<file path="src/coupler_pkg.sv">
// Coupler widths, bus and buffer structs, controller states, line merge and extract functions
`default_nettype none

package coupler_pkg;

   typedef logic [31:0]  addr_t;
   typedef logic [31:0]  word_t;
   typedef logic [127:0] line_t;
   typedef logic [27:0]  line_addr_t;
   typedef logic [1:0]   word_sel_t;
   typedef logic [3:0]   byte_sel_t;

   // Processor request, held stable until its completion strobe
   typedef struct packed {
      addr_t addr;
      word_t wdata;
      logic  is_word;
      logic  write;
   } cpu_req_t;

   // Write buffer seen by the memory side
   typedef struct packed {
      addr_t addr;
      word_t data;
      logic  is_byte;
   } wbuf_t;

   typedef struct packed {
      word_sel_t offset;
      word_t     data;
   } fill_beat_t;

   typedef enum logic [2:0] {
      st_idle,
      st_store_wait,
      st_fill_wait,
      st_filling,
      st_load_end,
      st_done
   } ctrl_state_t;

   function automatic line_t merge_word(line_t line, word_sel_t sel, word_t data);
      line_t result;
      result = line;
      result[{sel, 5'b00000} +: 32] = data;
      return result;
   endfunction

   function automatic line_t merge_byte(line_t line, byte_sel_t sel, logic [7:0] data);
      line_t result;
      result = line;
      result[{sel, 3'b000} +: 8] = data;
      return result;
   endfunction

   function automatic word_t extract_word(line_t line, word_sel_t sel);
      return line[{sel, 5'b00000} +: 32];
   endfunction

   // Byte loads come back zero extended
   function automatic word_t extract_byte(line_t line, byte_sel_t sel);
      return {24'h000000, line[{sel, 3'b000} +: 8]};
   endfunction

endpackage

`default_nettype wire

</file>
<file path="src/victim_select.sv">
// Victim hit, lowest matching entry number and its line
`timescale 1ns/1ps
`default_nettype none

module victim_select #(
   parameter int VICTIM_LINES = 4
) (
   input  logic [VICTIM_LINES-1:0]         match,
   input  coupler_pkg::line_t              lines [VICTIM_LINES],
   output logic                            vhit,
   output logic [$clog2(VICTIM_LINES)-1:0] vsel,
   output coupler_pkg::line_t              vline
);

   localparam int SEL_W = $clog2(VICTIM_LINES);

   assign vhit = |match;

   // Scan downward so the lowest match wins
   always_comb
   begin
      vsel = '0;
      for (int i = VICTIM_LINES - 1; i >= 0; i--)
      begin
         if (match[i])
            vsel = SEL_W'(i);
      end
   end

   assign vline = lines[vsel];

endmodule

`default_nettype wire
</file>
<file path="config.mk">
export PLATFORM = sky130hd
export DESIGN_NAME = victim_select
export DESIGN_NICKNAME = d
export VERILOG_FILES = /design/src/coupler_pkg.sv /design/src/victim_select.sv
export SDC_FILE = /design/constraint.sdc
export NUM_CORES = 1
export LEC_CHECK = 0
export ABC_AREA = 1
export ABC_CLOCK_PERIOD_IN_PS = 1400
export BUFFER_PORTS_ARGS = -buffer_cell sky130_fd_sc_hd__buf_2
export CAP_MARGIN = 20
export CORE_AREA = 2 2 249 251
export DETAILED_ROUTE_END_ITERATION = 8
export DIE_AREA = 0 0 251 253
export PLACE_DENSITY = 0.4
export SETUP_SLACK_MARGIN = 0.05
export SYNTH_ARGS = -nofsm -noshare
export SYNTH_HDL_FRONTEND = slang
export SYNTH_SLANG_ARGS = --single-unit
</file>
<file path="constraint.sdc">
create_clock -name vclk -period 1.4
set_input_delay 0.28 -clock vclk [all_inputs]
set_output_delay 0.28 -clock vclk [all_outputs]
set_load 0.05 [all_outputs]
</file>
======== Yosys cells after proc, flatten, opt, wreduce, memory -nomap -nowiden ========
Cells that the tools add are included.
word-level totals
  word-level logic and storage cells ...... 10
  input port bits ......................... 516
  output and inout port bits .............. 131
  flip-flop bits (word level) ............. 0
operators by class
  bitwise operators ....................... 1
  order comparisons ....................... 1
  mux-type cells .......................... 7
  reduce and logical (&&, ||, !) cells .... 1
operator list
  cell                count
  $bmux 128 s2        1
  $mux 128            2
  $mux 2              4
  $reduce_or 4->1     1
  $ge 3x3->1 const B  1
  $not 2->3           1

======== Depth between registers and ports, before layout ========
  word-level depth ........................ 8
  gate-level depth with buffers ........... 9
  gate-level depth less buffers ........... 7

======== Least setup slack after synthesis ========
Ideal clock, no wire load.
  kind .................................... input to output
  start ................................... input match[2]
  end ..................................... output vline[118]
  cell stages on the path ................. 7
  slack ................................... -0.204 ns
  data arrival time ....................... 1.324 ns
  path buffers ............................ 1
  cell sequence ........................... nor2_1 > nor2_1 > nand2_1 > inv_2 > buf_2 > nand3_1 > nand2_1
between the ends
  longest elaborated chain between the ends .. 7
ends and longest elaborated chain
  what                                          RTL line             text
  start: declaration                            victim_select.sv:8   input logic [VICTIM_LINES-1:0] match,
  $mux 2 (3 in series)                          victim_select.sv:25  if (match[i])
  net vsel[1]                                   victim_select.sv:11  output logic [$clog2(VICTIM_LINES)-1:0] vsel,
  $not 2->3 (not written as such)               victim_select.sv:30  assign vline = lines[vsel];
  $bmux 128 s2                                  victim_select.sv:30
  $mux 128 (not written as such) (2 in series)  victim_select.sv:30
  end: declaration                              victim_select.sv:12  output coupler_pkg::line_t vline
The timed path passes the listed nets, and every way through them passes these cells. The select of a mux whose other input is x is not followed.

======== Worst setup path in the final report ========
  start ................................... input match[2]
  end ..................................... output vline[18]
between the ends
  longest elaborated chain between the ends .. 7
ends and longest elaborated chain
  what                                          RTL line
  $mux 2 (3 in series)                          victim_select.sv:25
  $not 2->3 (not written as such)               victim_select.sv:30
  $bmux 128 s2                                  victim_select.sv:30
  $mux 128 (not written as such) (2 in series)  victim_select.sv:30
Every way passes these cells. The select of a mux whose other input is x is not followed.

==> flow_summary_export.csv <==
group,metric,value,unit
synth,synth.mux.area_fraction,0,%
routing,dr.first_iter.drc_count,369,
grt,grt_max_degree,38,
sta,finalCritPeriodShare,136,%
final_layout,nFlopsAndLatches,0,
synth,synth.avg_cell_area,4.31,sq um
grt,grt_remaining_overflow,0,
synth,yosysTopAreaCell,"nand3_1",
grt,grt_pass1_vias,11500,
grt,grt_pass1_wl,66.4,mm
synth,netlist_top_cells_count,"515 x inv_1, 513 x nand3_1, 386 x nand2_1",
pwr,finalPower,7.55,mW
final_layout,seq_area,0,sq um
grt,grt_usage,13.5,%
sta,worstMarginPinSlew,0.286,ns
sta,finalSetupViolCount,131,
synth,synth-warning-count,0,
worst_setup_path,critPathLaunchType,"input port",
synth,postSynthCellCount,1532,
routing,dr_total_vias,11600,
die,io_pins,647,
sta,fin_crit,1.90,ns
worst_setup_path,cp.arrival,1.62,ns
routing,drc_errors,0,
worst_setup_path,cp.buffers_inverters,6,
synth,synth_compound_area_share,0,%
place,hpwl,37.1,mm
final_layout,drive_gt1_share,54.3,%
synth,synth-simple-area-share,61.1,%
place,gp_congestion,0.855,
synth,synth_top_area_share,38.9,%
place,dpl-instance-area,12800,sq um
grt,antenna_found_initial,7,
status,violations,"negative setup slack",
synth,syn-num-nets,2048,
final_layout,fillCellCount,6973,
worst_setup_path,cp-end-kind,"output pin",
routing,wire_per_inst,16.3,um
worst_setup_path,crit_chain,"buf_8 -> nor2_4 -> nor2_4 -> buf_6 -> nand2_8 -> buf_16 -> buf_12 -> buf_4 -> nand3_2 -> nand2_4 -> buf_8",
die,start_util,10.8,%
synth,syn-cell-area,6600,sq um
worst_setup_path,cp_slowest_cell,"nand3_2",
final_layout,final_cell_count_no_fill,3023,
die,core_region_area,61000,sq um
sta,rsz0062_at_grt,"true",
place,io_buffer_count,647,
final_layout,final_util,26.8,%
die,die_x,251,um
sta,fmax,0.527,GHz
worst_setup_path,cp.required,1.12,ns
final_layout,multi_input_comb_area,6590,sq um
synth,yosys-top-cells-area,"nand3_1 39%, inv_1 29%, nand2_1 22%, buf_2 6.0%, buf_4 3.2%",
worst_setup_path,slowest_delay,0.16,ns
worst_setup_path,path_class,"input port to output pin",
clock_network,hold_buffers,0,
final_layout,final_area,16300,sq um
final_layout,nClkBuffers,0,
synth,ys_types,10,
pwr,power.density,462,nW/um^2
final_layout,area_growth,148,%
sta,setup_ws,-0.499,ns
sta,slew_viol_final,0,
final_layout,final_nets,2746,
die,fp-row-count,91,
worst_setup_path,cpLargestDelayFamily,"buffers and inverters",
pwr,peakVddDrop,228,uV
routing,via_per_inst,3.83,
status,status,"finished, violations left",
pwr,p_leak,9.74,nW
synth,synth-xor-area-share,0,%
worst_hold_path,hold_path.class,"input port to output pin",
sta,fin_hold_ws,0.992,ns
die,dieArea,63500,sq um
synth,synthAdderAreaFrac,0,%
synth,seq_area_frac_synth,0,%
synth,synth_top_family_by_area,"simple AND/OR/NAND/NOR gates",
place,preCtsSetupSlack,-0.703,ns
routing,routed_wl,49.3,mm
worst_setup_path,cp_max_fo,5,
run,cap_violations,0,
die,die_height,253,um
sta,slew_headroom,80.9,%
synth,synth_most_common_cell,"inv_1",
sta,tns,-53.66,ns
routing,ant_nets,0,
sta,finalHoldViolCount,0,
routing,drt_pass1_iterations,5,
place,dp.cells,2978,
## worst min-delay path, cell delays in order
cell and delay, ns:
buf_8 0.08, nor2_4 0.04, nand3_1 0.05, buf_2 0.25
## final cells by class
cell class	instances	area share [%]
Inverter	517	12.0
Antenna cell	5	0.0766
Timing Repair Buffer	807	41.5
Multi-Input combinational cell	904	40.3
Tap cell	790	6.05
## final timing paths
| path | from | end | slack [ns] | cells past startpoint |
|---|---|---|---|---|
| worst max-delay path | match[2] | vline[18] | -0.50 | 11 |
| worst min-delay path | match[2] | vhit | 0.99 | 4 |
## what timing repair did
action / in CTS / in global routing
setup buffers: 6 / 14
gates cloned: 9 / 12
endpoints found under the setup margin: 131 / 131
pin swaps: 8 / 39
gates resized for setup: 369 / 338
## report_power, final
group | switching [mW] | internal, mW
Combinational | 4.34 | 3.22
Sequential | 0 | 0
Clock | 0 | 0.000000485
## per-layer routing
layer / up-vias / wire, um / GRT usage (%)
met2: 442 / 24800 / 24.4
met1: 5171 / 20300 / 16.3
met4: 4 / 1460 / 4.05
met3: 57 / 2750 / 2.11
met5: - / 30 / 0
li1: 5901 / - / -
## cells by family (layout without fill, tap and decap cells)
group         count (synthesis)  after routing
buf+inv                     629           1324
simple gates                903            904
other cells                   0              5
## placed cells by master, fill, tap and decap left out
cell type	synthesis	final
inv_4	0	1
buf_12	0	35
nand2_4	0	130
buf_4	28	60
nand2_8	0	4
clkbuf_4	0	4
buf_6	0	45
diode_2	0	5
buf_8	0	121
clkinvlp_4	0	1
inv_12	0	1
buf_2	79	516
nand3_2	0	187
inv_2	2	1
inv_8	0	1
nand3_1	513	288
nand2_2	2	36
clkbuf_16	0	11
buf_16	0	14
inv_1	515	512
bufbuf_16	0	1
nand2_1	386	219
nand3_4	0	38
nor2_4	0	2
(Power assumes the default switching activity.)
