$ cat src/coupler_pkg.sv
// Coupler widths, bus and buffer structs, controller states, line merge and extract functions
`default_nettype none

package coupler_pkg;

   typedef logic [31:0]  addr_t;
   typedef logic [31:0]  word_t;
   typedef logic [127:0] line_t;
   typedef logic [27:0]  line_addr_t;
   typedef logic [1:0]   word_sel_t;
   typedef logic [3:0]   byte_sel_t;

   // Processor request, held stable until its completion strobe
   typedef struct packed {
      addr_t addr;
      word_t wdata;
      logic  is_word;
      logic  write;
   } cpu_req_t;

   // Write buffer seen by the memory side
   typedef struct packed {
      addr_t addr;
      word_t data;
      logic  is_byte;
   } wbuf_t;

   typedef struct packed {
      word_sel_t offset;
      word_t     data;
   } fill_beat_t;

   typedef enum logic [2:0] {
      st_idle,
      st_store_wait,
      st_fill_wait,
      st_filling,
      st_load_end,
      st_done
   } ctrl_state_t;

   function automatic line_t merge_word(line_t line, word_sel_t sel, word_t data);
      line_t result;
      result = line;
      result[{sel, 5'b00000} +: 32] = data;
      return result;
   endfunction

   function automatic line_t merge_byte(line_t line, byte_sel_t sel, logic [7:0] data);
      line_t result;
      result = line;
      result[{sel, 3'b000} +: 8] = data;
      return result;
   endfunction

   function automatic word_t extract_word(line_t line, word_sel_t sel);
      return line[{sel, 5'b00000} +: 32];
   endfunction

   // Byte loads come back zero extended
   function automatic word_t extract_byte(line_t line, byte_sel_t sel);
      return {24'h000000, line[{sel, 3'b000} +: 8]};
   endfunction

endpackage

`default_nettype wire

$ cat src/victim_entry.sv
// One victim cache entry with line, tag, valid, address match and store merge
`timescale 1ns/1ps
`default_nettype none

module victim_entry (
   input  logic                    sysclk,
   input  logic                    rst_n,
   input  logic                    we,
   input  coupler_pkg::line_t      new_line,
   input  coupler_pkg::line_addr_t new_tag,
   input  logic                    new_valid,
   input  logic                    update,
   input  coupler_pkg::cpu_req_t   req,
   output logic                    match,
   output logic                    valid,
   output coupler_pkg::line_t      line
);

   coupler_pkg::line_addr_t tag_q;

   assign match = valid && (tag_q == req.addr[31:4]);

   always_ff @(posedge sysclk)
   begin
      if (we)
      begin
         line  <= new_line;
         tag_q <= new_tag;
      end
      else if (update && match)
      begin
         // Store hit lands in the entry itself
         if (req.is_word)
            line <= coupler_pkg::merge_word(line, req.addr[3:2], req.wdata);
         else
            line <= coupler_pkg::merge_byte(line, req.addr[3:0], req.wdata[7:0]);
      end
   end

   always_ff @(posedge sysclk)
   begin
      if (!rst_n)
         valid <= 1'b0;
      else if (we)
         valid <= new_valid;
   end

endmodule

`default_nettype wire

$ cat config.mk
export PLATFORM = sky130hd
export DESIGN_NAME = victim_entry
export DESIGN_NICKNAME = d
export VERILOG_FILES = /design/src/coupler_pkg.sv /design/src/victim_entry.sv
export SDC_FILE = /design/constraint.sdc
export NUM_CORES = 1
export LEC_CHECK = 0
export ABC_CLOCK_PERIOD_IN_PS = 2650
export BUFFER_PORTS_ARGS = -buffer_cell sky130_fd_sc_hd__buf_2
export CORE_AREA = 2 2 138 140
export CTS_BUF_LIST = sky130_fd_sc_hd__clkbuf_8
export CTS_CLUSTER_DIAMETER = 40
export DETAILED_ROUTE_END_ITERATION = 8
export DIE_AREA = 0 0 140 142
export PLACE_DENSITY = 0.74
export SLEW_MARGIN = 15
export SYNTH_ARGS = -nofsm -noshare
export SYNTH_HDL_FRONTEND = slang
export SYNTH_SLANG_ARGS = --single-unit
export TNS_END_PERCENT = 50
$ cat constraint.sdc
create_clock -name sysclk -period 2.65 [get_ports sysclk]
set_clock_uncertainty 0.05 [all_clocks]
set_input_delay 0 -clock sysclk [delete_from_list [all_inputs] [get_ports sysclk]]
set_output_delay 0 -clock sysclk [all_outputs]
set_load 0.005 [all_outputs]
==> flow_summary.yaml, run 1 <==
die:
  start_util_pct: 42.8
  io_pins: 357
  fp.dieH_um: 142
  die_w_um: 140
  num_rows: 50
placed_design:
  placed_area_um2: 10000
  place_congestion: 0.906
  portBuffers: 355
  place_ws_ns: 0.275
  hpwlAfterDp_mm: 19.3
logic_synthesis:
  netlist_instances: 578
  avgSynthCellArea_um2: 13.7
  synth_top_area_share_pct: 59.3
  synth-seq-cells: 157
  synth_warnings: 0
  synth_flop_cell: "edfxtp_1"
  ys_top_cells_by_area: "edfxtp_1 (59%), a22o_1 (14%), a21o_1 (9.1%), xnor2_1 (2.0%), o21bai_1 (1.5%)"
  netlist_top_cells_count: "edfxtp_1 (156), a22o_1 (128), a21o_1 (96), clkbuf_1 (27), xnor2_1 (18)"
  synthesis.nets: 812
  ys_async_sr_fraction_pct: 0
  synth.distinct_cells: 47
  ys_seq_area_share_pct: 59.5
  yosysTopAreaCell: "edfxtp_1"
  synth-edff-count: 156
  netlist_area_um2: 7900
  yosysMostFrequentCell: "edfxtp_1"
clock_network:
  postCtsSetupRepairBufs: 0
  post_cts_resized: 0
  root_buffer: "clkbuf_8"
  numCtsBuffers: 17
  cts_buffer_depth: 2
  clock_sinks: 157
  cts_hold_buf: 238
  htree_levels: 4
status:
  lastStage: "4_1_cts"
  outcome: "aborted with a tool error"
  stop_error: "[ERROR RSZ-0060] Max buffer count reached."
kinds of logic after synthesis:
family          count (synthesis)  share of synthesized area [%]
compound gates                273                           28.0
xor+xnor                       21                           2.33
fa+ha+maj                       7                           1.11
buf+inv                        54                           2.75
flops                         157                           59.5
mux                             1                          0.127
simple gates                   65                           6.17
stage by stage:
stage                     utilization [%]  instances  hold slack [ns]
after floorplan                         -        578           0.0489
after global placement               54.4       1149            0.127
after detailed placement             54.4       1149            0.128
==> run 2, diff against run 1 <==
--- a/config.mk
+++ b/config.mk
@@ -7,12 +7,10 @@
 export LEC_CHECK = 0
 export ABC_CLOCK_PERIOD_IN_PS = 2650
 export BUFFER_PORTS_ARGS = -buffer_cell sky130_fd_sc_hd__buf_2
-export CORE_AREA = 2 2 138 140
-export CTS_BUF_LIST = sky130_fd_sc_hd__clkbuf_8
-export CTS_CLUSTER_DIAMETER = 40
+export CORE_MARGIN = 2
+export CORE_UTILIZATION = 40
 export DETAILED_ROUTE_END_ITERATION = 8
-export DIE_AREA = 0 0 140 142
-export PLACE_DENSITY = 0.74
+export PLACE_DENSITY_LB_ADDON = 0.15
 export SLEW_MARGIN = 15
 export SYNTH_ARGS = -nofsm -noshare
 export SYNTH_HDL_FRONTEND = slang
==> run 2 against run 1 <==
The flow now finishes without violations. Synthesized cell count did not move. Synthesized area is the same.
==> flow_summary.yaml, run 2 <==
logic_synthesis:
  yosysMostFrequentCell: "edfxtp_1"
  netlist_area_um2: 7900
  netlist_top_cells_count: "edfxtp_1 (156), a22o_1 (128), a21o_1 (96), clkbuf_1 (27), xnor2_1 (18)"
  synth_top_area_share_pct: 59.3
  synth-edff-count: 156
  yosysTopAreaCell: "edfxtp_1"
  synth_flop_cell: "edfxtp_1"
  ys_async_sr_fraction_pct: 0
  avgSynthCellArea_um2: 13.7
  ys_seq_area_share_pct: 59.5
  synth.distinct_cells: 47
  synth_warnings: 0
  synth-seq-cells: 157
  ys_top_cells_by_area: "edfxtp_1 (59%), a22o_1 (14%), a21o_1 (9.1%), xnor2_1 (2.0%), o21bai_1 (1.5%)"
  synthesis.nets: 812
  netlist_instances: 578
layout:
  reg_top3: "line: 128 flops, tag_q: 28 flops, valid: 1 flops"
  mostFrequentLayoutCell: "buf_2"
  syn2layout_area_growth_pct: 64.1
  drive_above_1_share_pct: 37.4
  largest_reg_flops: 128
  final_cells: 1449
  regArea_um2: 4700
  nNetsFinal: 1405
  top_register: "line"
  final_util_pct: 66.8
  diodes: 0
  nFillCells: 1534
  multiInputGateArea_um2: 2990
  layout_common_cells: "buf_2 (354), dlygate4sd3_1 (235), edfxtp_1 (156)"
clock_network:
  clock_sinks: 157
  clk_pin_slew_worst_paths_ns: 0.07
  cts_buffer_depth: 2
  clock_latency_ns: 0.43
  htree_levels: 4
  cts_tree: "built"
  post_cts_resized: 0
  root_buffer: "clkbuf_16"
  numCtsBuffers: 17
detailed_routing:
  dr.first_iter.drc_count: 512
  viasPerCell: 5.38
  drt-pass1-iter-count: 5
  vias: 7794
  drcViolationCount: 0
  drt_wl_total_mm: 31.0
  postRouteAntennaNets: 0
  wire_per_inst_um: 21.4
placed_design:
  portBuffers: 355
  place_congestion: 0.905
  dp.cells: 1182
  hpwlAfterDp_mm: 20.6
global_routing:
  grt_overflow: 0
  grt_max_degree: 54
  grt_pass1_wl_mm: 44.1
  grt_use_total_pct: 29.0
  grt_pass1_vias: 8014
  grt_antenna_before_repair: 0
critical_path:
  arrival_ns: 2.83
  crit_chain: "buf_2 -> inv_2 -> ha_1 -> and2_1 -> nor4b_4 -> buf_4 -> a22o_1 -> dlygate4sd3_1 -> a21o_1"
  crit_type: "in2reg"
  critPathSlowestCell: "nor4b_4"
  start_kind: "primary input"
  critPathRequiredTime_ns: 2.90
  endpoint_kind: "flip-flop"
  crit_buf_inv: 4
  max_stage_delay_ns: 0.78
  crit_path_max_fanout: 16
  cp_top_family: "buffers and inverters"
die:
  io_pins: 357
  fp.dieH_um: 145
  die_w_um: 145
  placeableCoreArea_um2: 19400
  dieArea_um2: 20900
  start_util_pct: 40.7
  num_rows: 51
timing:
  fmax_mhz: 388
  min_period_over_period_pct: 97.1
  fin_crit_ns: 2.57
  hold_viol: 0
  rsz0062_at_grt: "false"
  finalSetupViolCount: 0
  worst-slew-pin-transition_ns: 0.893
  hold_slack_ns: 0.00697
  max_slew_margin_pct: 40.2
  maxSlewViolCount: 0
  setup_total_negative_slack_ns: 0
run:
  cap_violations: 0
status:
  outcome: "completed"
min_path:
  min_path_type: "in2reg"
pwr:
  p_per_area_nw_per_um2: 505
  ir_drop_mv: 0.396
  power.leakage_nw: 6.11
## run 2: cell counts after synthesis
No cell type changed its count.
## run 2: logic make-up (layout without fill, tap and decap cells)
logic type                 count (synthesis)  count (layout)  synth area share (%)
muxes                                      1               1                 0.127
and+or+nand+nor                           65              65                  6.17
adders and majority gates                  7               7                  1.11
DFF                                      157             157                  59.5
AOI/OAI and AO/OA                        273             273                  28.0
xor gates and xnor gates                  21              21                  2.33
buffers and inverters                     54             660                  2.75
## run 2: path summary, 6_finish.rpt
| kind | startpoint | endpoint | slack, ns | depth (start not counted) |
|---|---|---|---|---|
| setup reg to reg | tag_q[0] | line[117] | 0.38 | 7 |
| hold / removal | req[15] | line[45] | 0.007 | 3 |
| hold reg to reg | valid | valid | 1.08 | 3 |
| setup / recovery | req[37] | line[20] | 0.08 | 9 |
## run 2: per-stage QoR
step	setup WS (ns)	instance area [um2]	total power [mW]
after CTS	0.230	13000	6.53
final	0.0760	13000	6.54
after global routing	0.00701	13000	6.77
after floorplan	0.281	7900	3.47
after global placement	0.341	10100	3.98
after detailed placement	0.310	10100	4.00
## run 2: power by group
group          switching, mW  internal (mW)
combinational          0.544          0.678
sequential            0.0618           2.96
clock                   1.09           1.21
total                   1.70           4.85
## run 2: what timing repair did
item | in CTS | in global routing
endpoints found under the hold margin | 157 | 0
hold buffers | 235 | 0
buffers inserted | 0 | 0
## run 2: layout make-up
type                       count  share of cell area, %
multi-input combinational    367                   23.0
timing repair buffer         620                   33.7
sequential                   157                   36.3
inverter                       8                  0.232
clock buffer                  17                   3.28
clock inverter                15                  0.888
tap                          265                   2.56
## run 2: layer usage
layer  global-route usage [%]  routed length (um)
met1                     33.7               11700
met3                     8.31                2910
met2                     50.5               15500
met4                     11.4                 878
met5                        0                   0
## run 2: worst register-to-register path: stages, from the launching register on
cell	delay, ns
edfxtp_1	0.37
nor2b_1	0.14
a2111o_1	0.35
nor4_2	0.31
nand4_2	0.14
buf_4	0.22
o21bai_1	0.17
buf_4	0.23
Note: power is estimated with default switching activity, not from simulation.
==> run 3, diff against run 2 <==
--- a/config.mk
+++ b/config.mk
@@ -7,6 +7,7 @@
 export LEC_CHECK = 0
 export ABC_CLOCK_PERIOD_IN_PS = 2650
 export BUFFER_PORTS_ARGS = -buffer_cell sky130_fd_sc_hd__buf_2
+export CORE_ASPECT_RATIO = 0.8
 export CORE_MARGIN = 2
 export CORE_UTILIZATION = 40
 export DETAILED_ROUTE_END_ITERATION = 8
==> constraint.sdc (replaced) <==
create_clock -name sysclk -period 2.65 [get_ports sysclk]
set_clock_uncertainty 0.05 [all_clocks]
set_input_delay 0.265 -clock sysclk [delete_from_list [all_inputs] [get_ports sysclk]]
set_output_delay 0.265 -clock sysclk [all_outputs]
set_load 0.005 [all_outputs]
==> run 3 against run 2 <==
Hold slack better by 0.036 ns. Count of clock-buffer cells in the layout unchanged. Sequential cell count unchanged. Via count down 12%. Combinational power down 21%. Critical path depth down 2. Register-to-register slack worse by 0.07 ns. Die area about the same. Critical path type is now reg2reg. Largest power group unchanged. Highest routed layer is now met5.
==> flow_summary.yaml, run 3 (synthesis gave the netlist of run 2 again) <==
layout:
  largest_reg_flops: 128
  nNetsFinal: 1204
  nFillCells: 1635
  mostFrequentLayoutCell: "buf_2"
  syn2layout_area_growth_pct: 39.5
  reg_top3: "line: 128 flops, tag_q: 28 flops, valid: 1 flops"
  drive_above_1_share_pct: 45.7
  top_register: "line"
  layout_common_cells: "buf_2 (354), edfxtp_1 (156), a22o_1 (128)"
placed_design:
  place_congestion: 0.867
  hpwlAfterDp_mm: 20.0
  portBuffers: 355
  place_ws_ns: 0.124
timing:
  max_slew_margin_pct: 61.6
  worst-slew-pin-transition_ns: 0.574
  hold_viol: 0
  fmax_mhz: 428
  finalSetupViolCount: 0
  rsz0062_at_grt: "false"
  maxSlewViolCount: 0
  fin_crit_ns: 2.34
  min_period_over_period_pct: 88.1
  setup_slack_ns: 0.315
  setup_total_negative_slack_ns: 0
detailed_routing:
  viasPerCell: 5.49
  wire_per_inst_um: 22.0
  dr.first_iter.drc_count: 563
  postRouteAntennaNets: 0
  drcViolationCount: 0
  drt-pass1-iter-count: 6
  drt_wl_total_mm: 27.4
  vias: 6827
clock_network:
  clock_latency_ns: 0.43
  clk_pin_slew_worst_paths_ns: 0.06
  clock_sinks: 157
  post_cts_resized: 0
  root_buffer: "clkbuf_16"
  numCtsBuffers: 17
  htree_levels: 4
  cts_tree: "built"
  cts_buffer_depth: 2
global_routing:
  grt_pass1_wl_mm: 39.4
  grt_antenna_before_repair: 3
  grt_overflow: 0
  grt_max_degree: 48
  grt_pass1_vias: 6701
  grt_use_total_pct: 25.7
die:
  num_rows: 45
  fp.dieH_um: 130
  start_util_pct: 41.2
  placeableCoreArea_um2: 19200
  die_w_um: 161
  dieArea_um2: 20900
  io_pins: 357
critical_path:
  crit_chain: "nor2b_1 -> a2111o_1 -> nor4_2 -> nand4_2 -> buf_4 -> o21bai_1 -> buf_4"
  crit_path_max_fanout: 16
  max_stage_delay_ns: 0.37
  start_kind: "flip-flop"
  crit_type: "reg2reg"
  endpoint_kind: "flip-flop"
  critPathSlowestCell: "edfxtp_1"
  path_common_cell: "buf_4"
  arrival_ns: 2.42
  cp_top_family: "simple AND/OR/NAND/NOR gates"
  critPathRequiredTime_ns: 2.74
  crit_buf_inv: 2
run:
  cap_violations: 0
min_path:
  min_path_type: "in2reg"
pwr:
  p_per_area_nw_per_um2: 597
  power.leakage_nw: 5.20
  ir_drop_mv: 0.430
status:
  outcome: "completed"
## run 3: cell count changes in the layout (fill, tap and decap cells not counted)
cell,delta
inv_8,+2
clkinv_4,-4
dlygate4sd3_1,-206
diode_2,+3
inv_6,+2
bufinv_16,+3
clkinv_2,-2
clkinv_1,-1
buf_4,+5
## run 3: cell type report
| class | count | area (um2) | area share, % |
|---|---|---|---|
| clock buffers | 17 | 425 | 3.86 |
| flip-flops and latches | 157 | 4700 | 42.7 |
| well taps | 258 | 323 | 2.93 |
| clock inverters | 15 | 196 | 1.78 |
| multi-input cells | 367 | 2990 | 27.1 |
| diodes | 3 | 7.51 | 0.0681 |
| repair buffers | 419 | 2350 | 21.3 |
| inverters | 8 | 30.0 | 0.272 |
## run 3: power by group
part           switching (mW)  leakage, nW  internal (mW)
sequential             0.0620         1.52           2.96
combinational           0.480         3.38          0.478
clock                    1.08        0.301           1.52
## run 3: metrics by stage
| stage | cells | power [mW] | util [%] | hold slack [ns] | area, um2 |
|---|---|---|---|---|---|
| after global placement | 1180 | 3.99 | 52.6 | 0.391 | 10100 |
| final | 1244 | 6.58 | 57.4 | 0.0427 | 11000 |
| after detailed placement | 1180 | 3.99 | 52.6 | 0.393 | 10100 |
| after CTS | 1241 | 6.61 | 57.4 | 0.0348 | 11000 |
| after floorplan | 578 | 3.47 | - | 0.314 | 7900 |
| after global routing | 1242 | 6.80 | 57.4 | 0.0745 | 11000 |
## run 3: tightest hold or removal path, stage by stage
cell and delay, ns:
buf_2 0.07, mux2i_1 0.05, nor2b_1 0.09
## run 3: final timing paths
kind                  start   endpoint  slack (ns)  cells past startpoint
setup / recovery   tag_q[0]  line[104]        0.31                      7
hold / removal    new_valid      valid        0.04                      3
setup reg to reg   tag_q[0]  line[104]        0.31                      7
hold reg to reg       valid      valid        0.49                      2
## run 3: layer usage
metal | global-route usage [%] | vias to the layer above | wire length [um]
li1 | - | 3121 | -
met1 | 35.0 | 3272 | 11400
met2 | 40.1 | 399 | 12500
met3 | 7.66 | 33 | 3010
met4 | 7.77 | 2 | 414
met5 | 0 | - | 13
## run 3: repair_timing
item / in CTS / in global routing
endpoints found under the hold margin: 29 / 0
setup buffers: 0 / 0
hold buffers: 29 / 0
