--- src/coupler_pkg.sv ---
// Coupler widths, bus and buffer structs, controller states, line merge and extract functions
`default_nettype none

package coupler_pkg;

   typedef logic [31:0]  addr_t;
   typedef logic [31:0]  word_t;
   typedef logic [127:0] line_t;
   typedef logic [27:0]  line_addr_t;
   typedef logic [1:0]   word_sel_t;
   typedef logic [3:0]   byte_sel_t;

   // Processor request, held stable until its completion strobe
   typedef struct packed {
      addr_t addr;
      word_t wdata;
      logic  is_word;
      logic  write;
   } cpu_req_t;

   // Write buffer seen by the memory side
   typedef struct packed {
      addr_t addr;
      word_t data;
      logic  is_byte;
   } wbuf_t;

   typedef struct packed {
      word_sel_t offset;
      word_t     data;
   } fill_beat_t;

   typedef enum logic [2:0] {
      st_idle,
      st_store_wait,
      st_fill_wait,
      st_filling,
      st_load_end,
      st_done
   } ctrl_state_t;

   function automatic line_t merge_word(line_t line, word_sel_t sel, word_t data);
      line_t result;
      result = line;
      result[{sel, 5'b00000} +: 32] = data;
      return result;
   endfunction

   function automatic line_t merge_byte(line_t line, byte_sel_t sel, logic [7:0] data);
      line_t result;
      result = line;
      result[{sel, 3'b000} +: 8] = data;
      return result;
   endfunction

   function automatic word_t extract_word(line_t line, word_sel_t sel);
      return line[{sel, 5'b00000} +: 32];
   endfunction

   // Byte loads come back zero extended
   function automatic word_t extract_byte(line_t line, byte_sel_t sel);
      return {24'h000000, line[{sel, 3'b000} +: 8]};
   endfunction

endpackage

`default_nettype wire

--- src/coupler_ctrl.sv ---
// Coupler FSM for loads, stores, fills, evictions and swaps, with the victim FIFO and write buffer
`timescale 1ns/1ps
`default_nettype none

module coupler_ctrl #(
   parameter int VICTIM_LINES = 4
) (
   input  logic                            sysclk,
   input  logic                            rst_n,
   input  logic                            nmreq,
   input  coupler_pkg::cpu_req_t           req,
   input  logic                            st_busy,
   input  logic                            ld_busy,
   input  logic                            fill_req,
   input  coupler_pkg::fill_beat_t         fill,
   input  logic                            mhit,
   input  logic                            mvalid,
   input  coupler_pkg::line_t              mline,
   input  coupler_pkg::line_addr_t         mtag,
   input  logic                            vhit,
   input  logic [$clog2(VICTIM_LINES)-1:0] vsel,
   input  coupler_pkg::line_t              vline,
   output logic                            m_write,
   output logic                            m_fill,
   output logic                            m_install,
   output logic                            m_swap,
   output logic [VICTIM_LINES-1:0]         victim_we,
   output logic                            v_update,
   output coupler_pkg::line_t              evict_line,
   output coupler_pkg::line_addr_t         evict_tag,
   output logic                            evict_valid,
   output coupler_pkg::word_t              rdata,
   output logic                            rd_valid,
   output logic                            nwait,
   output logic                            store_trigger,
   output logic                            load_trigger,
   output coupler_pkg::wbuf_t              wbuf
);

   localparam int SEL_W = $clog2(VICTIM_LINES);

   coupler_pkg::ctrl_state_t state;
   coupler_pkg::ctrl_state_t state_nxt;
   logic [SEL_W-1:0]         fifo_ptr;
   logic [3:0]               beats_q;
   logic [3:0]               beat_now;
   logic                     req_load;
   logic                     accept_load;
   logic                     load_miss;
   logic                     accept_store;
   logic                     launch_miss;
   logic                     fill_done;
   logic                     do_swap;
   logic                     do_evict;
   coupler_pkg::line_t       read_line;

   assign req_load    = (state == coupler_pkg::st_idle) && !nmreq && !req.write;
   assign accept_load = req_load && (mhit || vhit);
   assign load_miss   = req_load && !mhit && !vhit;

   // A store waits out st_busy before it is taken
   assign accept_store = !nmreq && req.write && !st_busy &&
                         ((state == coupler_pkg::st_idle) ||
                          (state == coupler_pkg::st_store_wait));

   assign launch_miss = !st_busy && (load_miss || (state == coupler_pkg::st_fill_wait));

   // Fill ends once ld_busy drops and every word of the line has arrived
   assign beat_now  = fill_req ? (4'b0001 << fill.offset) : 4'b0000;
   assign fill_done = (state == coupler_pkg::st_filling) && !ld_busy &&
                      (&(beats_q | beat_now));

   assign do_swap  = accept_load && !mhit;
   assign do_evict = load_miss && mvalid;

   assign m_write   = accept_store && mhit;
   assign v_update  = accept_store && !mhit && vhit;
   assign m_fill    = (state == coupler_pkg::st_filling) && fill_req;
   assign m_install = (state == coupler_pkg::st_load_end);
   assign m_swap    = do_swap;

   // The outgoing main line goes to the victim cache on a swap or an eviction
   assign evict_line  = mline;
   assign evict_tag   = mtag;
   assign evict_valid = mvalid;

   always_comb
   begin
      victim_we = '0;
      if (do_swap)
         victim_we[vsel] = 1'b1;
      else if (do_evict)
         victim_we[fifo_ptr] = 1'b1;
   end

   assign read_line = do_swap ? vline : mline;
   assign nwait     = (state == coupler_pkg::st_idle) || (state == coupler_pkg::st_done);

   always_comb
   begin
      state_nxt = state;
      case (state)
         coupler_pkg::st_idle:
            if (accept_store || accept_load)
               state_nxt = coupler_pkg::st_done;
            else if (!nmreq && req.write)
               state_nxt = coupler_pkg::st_store_wait;
            else if (load_miss)
               state_nxt = launch_miss ? coupler_pkg::st_filling : coupler_pkg::st_fill_wait;
         coupler_pkg::st_store_wait:
            if (accept_store)
               state_nxt = coupler_pkg::st_done;
         coupler_pkg::st_fill_wait:
            if (launch_miss)
               state_nxt = coupler_pkg::st_filling;
         coupler_pkg::st_filling:
            if (fill_done)
               state_nxt = coupler_pkg::st_load_end;
         coupler_pkg::st_load_end:
            state_nxt = coupler_pkg::st_done;
         default:
            state_nxt = coupler_pkg::st_idle;
      endcase
   end

   always_ff @(posedge sysclk)
   begin
      if (!rst_n)
      begin
         state         <= coupler_pkg::st_idle;
         fifo_ptr      <= '0;
         beats_q       <= '0;
         store_trigger <= 1'b0;
         load_trigger  <= 1'b0;
         rd_valid      <= 1'b0;
      end
      else
      begin
         state         <= state_nxt;
         store_trigger <= accept_store;
         load_trigger  <= launch_miss;
         rd_valid      <= accept_load || (state == coupler_pkg::st_load_end);
         // Oldest victim entry is replaced next
         if (do_evict)
            fifo_ptr <= (fifo_ptr == SEL_W'(VICTIM_LINES - 1)) ? '0 : fifo_ptr + 1'b1;
         if (launch_miss)
            beats_q <= '0;
         else if (state == coupler_pkg::st_filling)
            beats_q <= beats_q | beat_now;
      end
   end

   always_ff @(posedge sysclk)
   begin
      if (accept_store)
      begin
         wbuf.addr    <= req.addr;
         wbuf.data    <= req.is_word ? req.wdata : {4{req.wdata[7:0]}};
         wbuf.is_byte <= !req.is_word;
      end
      else if (launch_miss)
         wbuf.addr <= req.addr;
      if (accept_load || (state == coupler_pkg::st_load_end))
         rdata <= req.is_word ? coupler_pkg::extract_word(read_line, req.addr[3:2])
                              : coupler_pkg::extract_byte(read_line, req.addr[3:0]);
   end

endmodule

`default_nettype wire

--- config.mk ---
export PLATFORM = sky130hd
export DESIGN_NAME = coupler_ctrl
export DESIGN_NICKNAME = d
export VERILOG_FILES = /design/src/coupler_pkg.sv /design/src/coupler_ctrl.sv
export SDC_FILE = /design/constraint.sdc
export NUM_CORES = 1
export LEC_CHECK = 0
export ABC_AREA = 1
export BUFFER_PORTS_ARGS = -buffer_cell sky130_fd_sc_hd__buf_4
export CAP_MARGIN = 10
export CORE_AREA = 4 4 255 257
export DETAILED_ROUTE_END_ITERATION = 10
export DIE_AREA = 0 0 259 261
export GPL_TIMING_DRIVEN = 0
export PLACE_DENSITY = 0.48
export RECOVER_POWER = 100
export SLEW_MARGIN = 10
export SYNTH_ARGS = -nofsm -noshare
export SYNTH_HDL_FRONTEND = slang
export SYNTH_SLANG_ARGS = --single-unit
--- constraint.sdc ---
create_clock -name sysclk -period 7.5 [get_ports sysclk]
set_clock_uncertainty 0.05 [all_clocks]
set_input_delay 2.25 -clock sysclk [delete_from_list [all_inputs] [get_ports sysclk]]
set_output_delay 2.25 -clock sysclk [all_outputs]
set_load 0.005 [all_outputs]
After elaboration in Yosys (flattened, before gate mapping):

Index checks and enable logic that the tools add are counted.

* register bits: 109
* output and inout bits: 267
* logic and storage cells: 89

* equal/unequal tests: 10
* add/sub/neg operators: 1
* multiplexer cells: 21
* magnitude comparators: 4
* reduce and logical (&&, ||, !) cells: 37
* shifts and indexed selects: 3
* bitwise gates (word level): 2

Operators with widths (number)
* $mux W128: 1
* $shiftx A128 B8 Y32: 1
* $shiftx A128 B8 Y8: 1
* $mux W32: 3
* $logic_and A1 B1 Y1: 19
* $mux W3: 6
* $pmux W3 S5: 1
* $mux W4: 3
* $mux W8: 1
* $reduce_and A4 Y1: 2
* $logic_not A1 Y1: 7
* $eq A3 B2 Y1 const B: 2
* $eq A3 B3 Y1 const B: 2
* $logic_or A1 B1 Y1: 6
* $lt A2 B3 Y1 const B: 2
* $ne A2 B2 Y1 const B: 3
* $demux W1 S2: 2
* $ge A2 B1 Y1 const B: 2
* $ne A4 B2 Y1 const B: 1
* $or A4 B4 Y4: 1
* $shl A1 B2 Y4 const A: 1
* $eq A3 B1 Y1 const B: 1
* $logic_not A3 Y1: 1
* $mux W1: 3
* other kinds (6): 6

Longest topological paths before layout:

* depth in word-level cells: 12
* depth in mapped cells: 16
* gate-level depth less buffers: 14

Worst setup path after synthesis:

OpenSTA, ideal clock, no wires.

* kind: input-to-output
* start: in nmreq
* end: out victim_we[3]
* required time: 5.200 ns
* stages on the path: 8
* path slack: 1.946 ns
* data arrival time: 3.254 ns
* path through: nor2_1 > inv_2 > nor2_4 > buf_4 > nand3_1 > inv_1 > nand2_1 > o21ai_0

* word-level cells in the longest chain between the ends: 8
* elaborated cells between the ends (all ways): 10
* those cells by class: mux (2); reduce/logical (8)

Ends and longest elaborated chain
* from (decl): RTL line coupler_ctrl.sv:10 `input logic nmreq,`
* $logic_not A1 Y1 (*): RTL line coupler_ctrl.sv:57 `assign req_load = (state == coupler_pkg::st_idle) && !nmreq && !req.write;`
* $logic_and A1 B1 Y1 (*) (2 in series): RTL line coupler_ctrl.sv:57
* $logic_and A1 B1 Y1 (2 in series): RTL line coupler_ctrl.sv:59 `assign load_miss = req_load && !mhit && !vhit;`
* $logic_and A1 B1 Y1: RTL line coupler_ctrl.sv:74 `assign do_evict = load_miss && mvalid;`
* $mux W4: RTL line coupler_ctrl.sv:92 `else if (do_evict)`
* $mux W4 (*): RTL line coupler_ctrl.sv:90 `if (do_swap)`
* to (decl): RTL line coupler_ctrl.sv:27 `output logic [VICTIM_LINES-1:0] victim_we,`

Every way passes the cells marked *; elsewhere a longest branch is shown, timed or not.

Worst setup path in the final report:

* start: in mhit
* end: out victim_we[0]

* word-level cells in the longest chain between the ends: 6
* elaborated cells between the ends (all ways): 9
* those cells by class: mux (2); reduce/logical (7)

Ends and longest elaborated chain
* from (decl): RTL line coupler_ctrl.sv:16 `input logic mhit,`
* $logic_not A1 Y1: RTL line coupler_ctrl.sv:59, coupler_ctrl.sv:73
* $logic_and A1 B1 Y1 (2 in series): RTL line coupler_ctrl.sv:59
* $logic_and A1 B1 Y1: RTL line coupler_ctrl.sv:74
* $mux W4: RTL line coupler_ctrl.sv:92
* $mux W4 (*): RTL line coupler_ctrl.sv:90

Marked as above.

==> run summary <==
The number of hold-repair buffers added at the cts stage is 0. TritonCTS built the clock tree. Leaving out filler cells and counting taps, the final layout contains 2,793. The die covers 0.0676 mm². In the final routed layout, each cell accounts on average for between 20 and 30 µm.

The run finished, with violations left. For this run, design rule violations remaining after detail routing come to 0. The number of enable flip-flop cells after synthesis came out at 97. The top fanout value on the critical path is 10. The number of optimization iterations in the first detailed-route pass is 7.

The final wirelength came out at 75,400 µm. The multiplexer share of the synthesized area came out at 0. The number of setup violations in the final report came out at 0. At the end of the flow, the number of nets in the layout was 2,332.

The largest incremental delay on the critical path came out at 650 ps. The Yosys step of the flow raised 0 warnings. The adder-cell share of the synthesized area came out at 0.00544. The number of global-route vias before repair is ~13,000. The worst register-to-register path ends at rdata[7]$_DFFE_PP_. The layout filler cell count came out at around 7,200. The site row count is 92. The minimum setup slack among reg-to-reg paths is about 3000 ps.

The per-instance average area after synthesis came out at between 6 and 7 µm². The sequential share of the synthesized area came out at 0.343. The number of sinks on the clock net is between 100 and 150. The count of endpoints failing hold in the final timing report came out at 0. The x dimension of the die is 259 µm. Setup repair after global routing left no endpoint under its margin. The worst supply voltage drop on vdd came out at approximately 0.00012 V. Walking the worst path, the cells encountered are clkbuf_1, nor2_1, nand3_1, clkbuf_1, clkbuf_1, o32ai_1, buf_4. In this run the remaining antenna-violating nets after routing total 0. The gate count after technology mapping came out at around 1,300. The number of pins exceeding their max-slew limit in the final report is 33.

The startpoint identified for the worst hold timing path is state[0]$_SDFFE_PN0P_. The total vias in the final route came out at between 10,000 and 15,000. The y dimension of the die is roughly 260 µm. The required time at the endpoint of the critical path came out at about 5200 ps. The leakage power of the design is 6.72 nW. The share of the core filled with cells is 0.232. The xor/xnor cell area share of the yosys netlist is 0. The checks that failed: max-capacitance violations, max-slew violations. The setup TNS came out at 0 ps. The synthesized netlist net count came out at approximately 1,700.

The clock latency reported for the late side of the worst-skew pair came out at approximately 400 ps. The CTS root buffer is clkbuf_16. The aggregate global-route resource usage is 0.211.

Among the stages of the critical path, the cell type that occurs most often is clkbuf_1. In this run the critical register-to-register path is launched from state[0]$_SDFFE_PN0P_. The commonest cells after synthesis are nand3_1 (493), nand2_1 (275), buf_4 (162), edfxtp_1 (97), inv_1 (58). The buffer depth of the longest clock path came out at 2. The proportion of register bits with asynchronous set or reset after synthesis is 0. On the final layout, the worst hold slack is 461 ps. After detailed placement, the design holds a cell count of 2,768.

The upper clock frequency limit is between 0.15 and 0.2 GHz. The cell taking the most area after synthesis is edfxtp_1. The number of buffers created by CTS is 9.

The layout-stage area growth over the synthesis result is 58.4%. Of the total synthesized cell area, the portion taken by AND, OR, NAND and NOR gates is 0.405. The mean number of vias per cell is roughly 4.5. The maximum number of pins on one net before global-route repair is 33. After clock tree synthesis, the clock-pin slew on the worst setup and hold paths is ~100 ps. The HPWL reported at the end of detailed placement came out at ~63,000 µm. The terminating pin of the worst hold path is state[0]$_SDFFE_PN0P_. The slowest cell on the critical path is nor2_1. STA puts the critical path data arrival time at 4330 ps. The critical path capture point type is an output port.

The number of buffers and inverters on the critical path is 4. The number of input and output port buffers inserted is 600. After layout, the minimum clock period comes to around 6600 ps. In this run, the number of DRC markers left after iteration 0 of detailed routing was slightly above 1,000. The number of setup buffers added after CTS came out at 0.

The placer congestion estimate is about 0.9. The transition time at the pin with the least slew margin came out at 2000 ps. The number of gates resized after CTS was 0. The final period utilization came out at 0.885. Among all flip-flop cells after synthesis, the most frequent one is edfxtp_1. The path depth of the worst reg2reg path is 7. The residual overflow from global routing is 0.

The multi-input logic area is ~0.0042 mm². The unique cell type count in the Yosys netlist came out at 31. The initial standard-cell utilization of the core is 0.147. The total area inside the core boundary comes to 0.0627 mm². The min-delay analysis places its worst path in the category reg2reg. The worst hold path cell count came out at 2. Yosys attributes the largest share of cell area to edfxtp_1 (32%), nand3_1 (27%), buf_4 (13%). The mapped netlist covers between 0.009 and 0.01 mm². The clock tree synthesis step divided the H-tree into 3 levels. The worst setup path is launched from an input pin. Synthesis inferred ~110 register bits. The first global-routing pass estimated just under 100,000 µm of wire. By area, the combinational part of the netlist is dominated by simple AND/OR/NAND/NOR gates.

The fraction of final layout cells sized beyond drive strength 1 is 0.347. By instance count, the leading cell after synthesis is nand3_1. The register area came out at between 0.003 and 0.004 mm².

The setup path with the least slack is of type in2out. The initial antenna violation count came out at 17. The ratio of total power to cell area came out at 170 mW/mm². The worst slew slack as a fraction of its limit came out at -0.332. Max-cap violations in this run came to 1.

In this run the count of I/O pins placed on the die edge is about 660. Among cell families on the critical path, the largest total delay comes from buffers and inverters. Of the post-synthesis cell area, the dominant cell type holds 0.317. The compound-gate portion of the synthesized area came out at 0.0473.
logic make-up after synthesis:
kind of cell / after synthesis
buffers and inverters: 314
adders and majority gates: 4
AOI/OAI and AO/OA: 79
DFF: 109
and+or+nand+nor: 814
registers in the layout, indices dropped and copies added, names as in the netlist:
signal	cells
state	3
load_trigger	1
beats_q	4
rdata	32
store_trigger	1
rd_valid	1
fifo_ptr	2
wbuf	65
through the flow:
| step | setup WS [ps] | total power, W | area (µm²) |
|---|---|---|---|
| 6_report | 866 | 0.00247 | 14600 |
| 3_3_place_gp | 1040 | 0.00201 | 14800 |
| 2_1_floorplan | 1950 | 0.00132 | 9200 |
| 3_5_place_dp | 1030 | 0.00204 | 14800 |
| 4_1_cts | 1010 | 0.00260 | 15100 |
| 5_1_grt | 544 | 0.00261 | 14600 |
per-layer routing:
layer  global-route usage  vias to the layer above  wire [µm]
met3               0.0513                      124       6100
met4               0.0763                       16       2850
met1                0.240                     5951      28400
met2                0.385                      803      37900
met5                    0                        -         96
li1                     -                     5610          -
report_power, final:
| part | switching [W] | internal [W] | leakage (nW) | total [W] |
|---|---|---|---|---|
| Sequential | 0.0000321 | 0.000799 | 0.998 | 0.000832 |
| Combinational | 0.000696 | 0.000402 | 5.57 | 0.00110 |
| Clock | 0.000304 | 0.000242 | 0.151 | 0.000545 |
| Total | 0.00103 | 0.00144 | 6.72 | 0.00247 |
layout make-up:
| cell class | count | area share |
|---|---|---|
| Inverter | 63 | 0.0162 |
| Tap cell | 846 | 0.0727 |
| Timing Repair Buffer | 602 | 0.275 |
| Clock buffer | 9 | 0.0155 |
| Clock inverter | 7 | 0.00576 |
| Multi-Input combinational cell | 897 | 0.288 |
| Antenna cell | 9 | 0.00155 |
| Buffer | 251 | 0.108 |
| Sequential cell | 109 | 0.217 |
cell usage in the layout (no fill, tap or decap), types with 2 or more instances in the layout:
cell type,Yosys,layout
o31ai_1,2,2
inv_2,4,3
clkbuf_4,0,169
clkbuf_16,0,9
nand3b_1,6,6
clkbuf_1,49,192
inv_1,58,58
ha_1,4,4
nand3_1,493,493
a21oi_1,48,48
o211ai_1,3,3
o21ai_0,13,15
buf_2,27,25
diode_2,0,9
clkinv_1,1,2
o21ai_1,4,2
o21a_1,2,2
clkinv_8,0,2
a211o_1,2,2
nor3_1,4,4
edfxtp_1,97,97
buf_4,162,457
a311oi_1,2,2
nor2_1,31,32
nand2_1,275,275
buf_1,11,10
dfxtp_1,12,12
tightest hold or removal path, cell delays in order, from the launching register on:
cell	delay (ps)
dfxtp_1	350
nand2_1	70
a21oi_1	50
how the worst max path moves through the flow:
| stage | start | endpoint | cells past startpoint |
|---|---|---|---|
| 5_1_grt | mhit | victim_we[1] | 7 |
| 3_3_place_gp | nmreq | victim_we[3] | 10 |
| 6_report | mhit | victim_we[0] | 7 |
| 2_1_floorplan | nmreq | victim_we[3] | 8 |
| 4_1_cts | nmreq | victim_we[3] | 10 |
| 3_5_place_dp | nmreq | victim_we[3] | 10 |
Note: power is estimated with default switching activity, not from simulation.
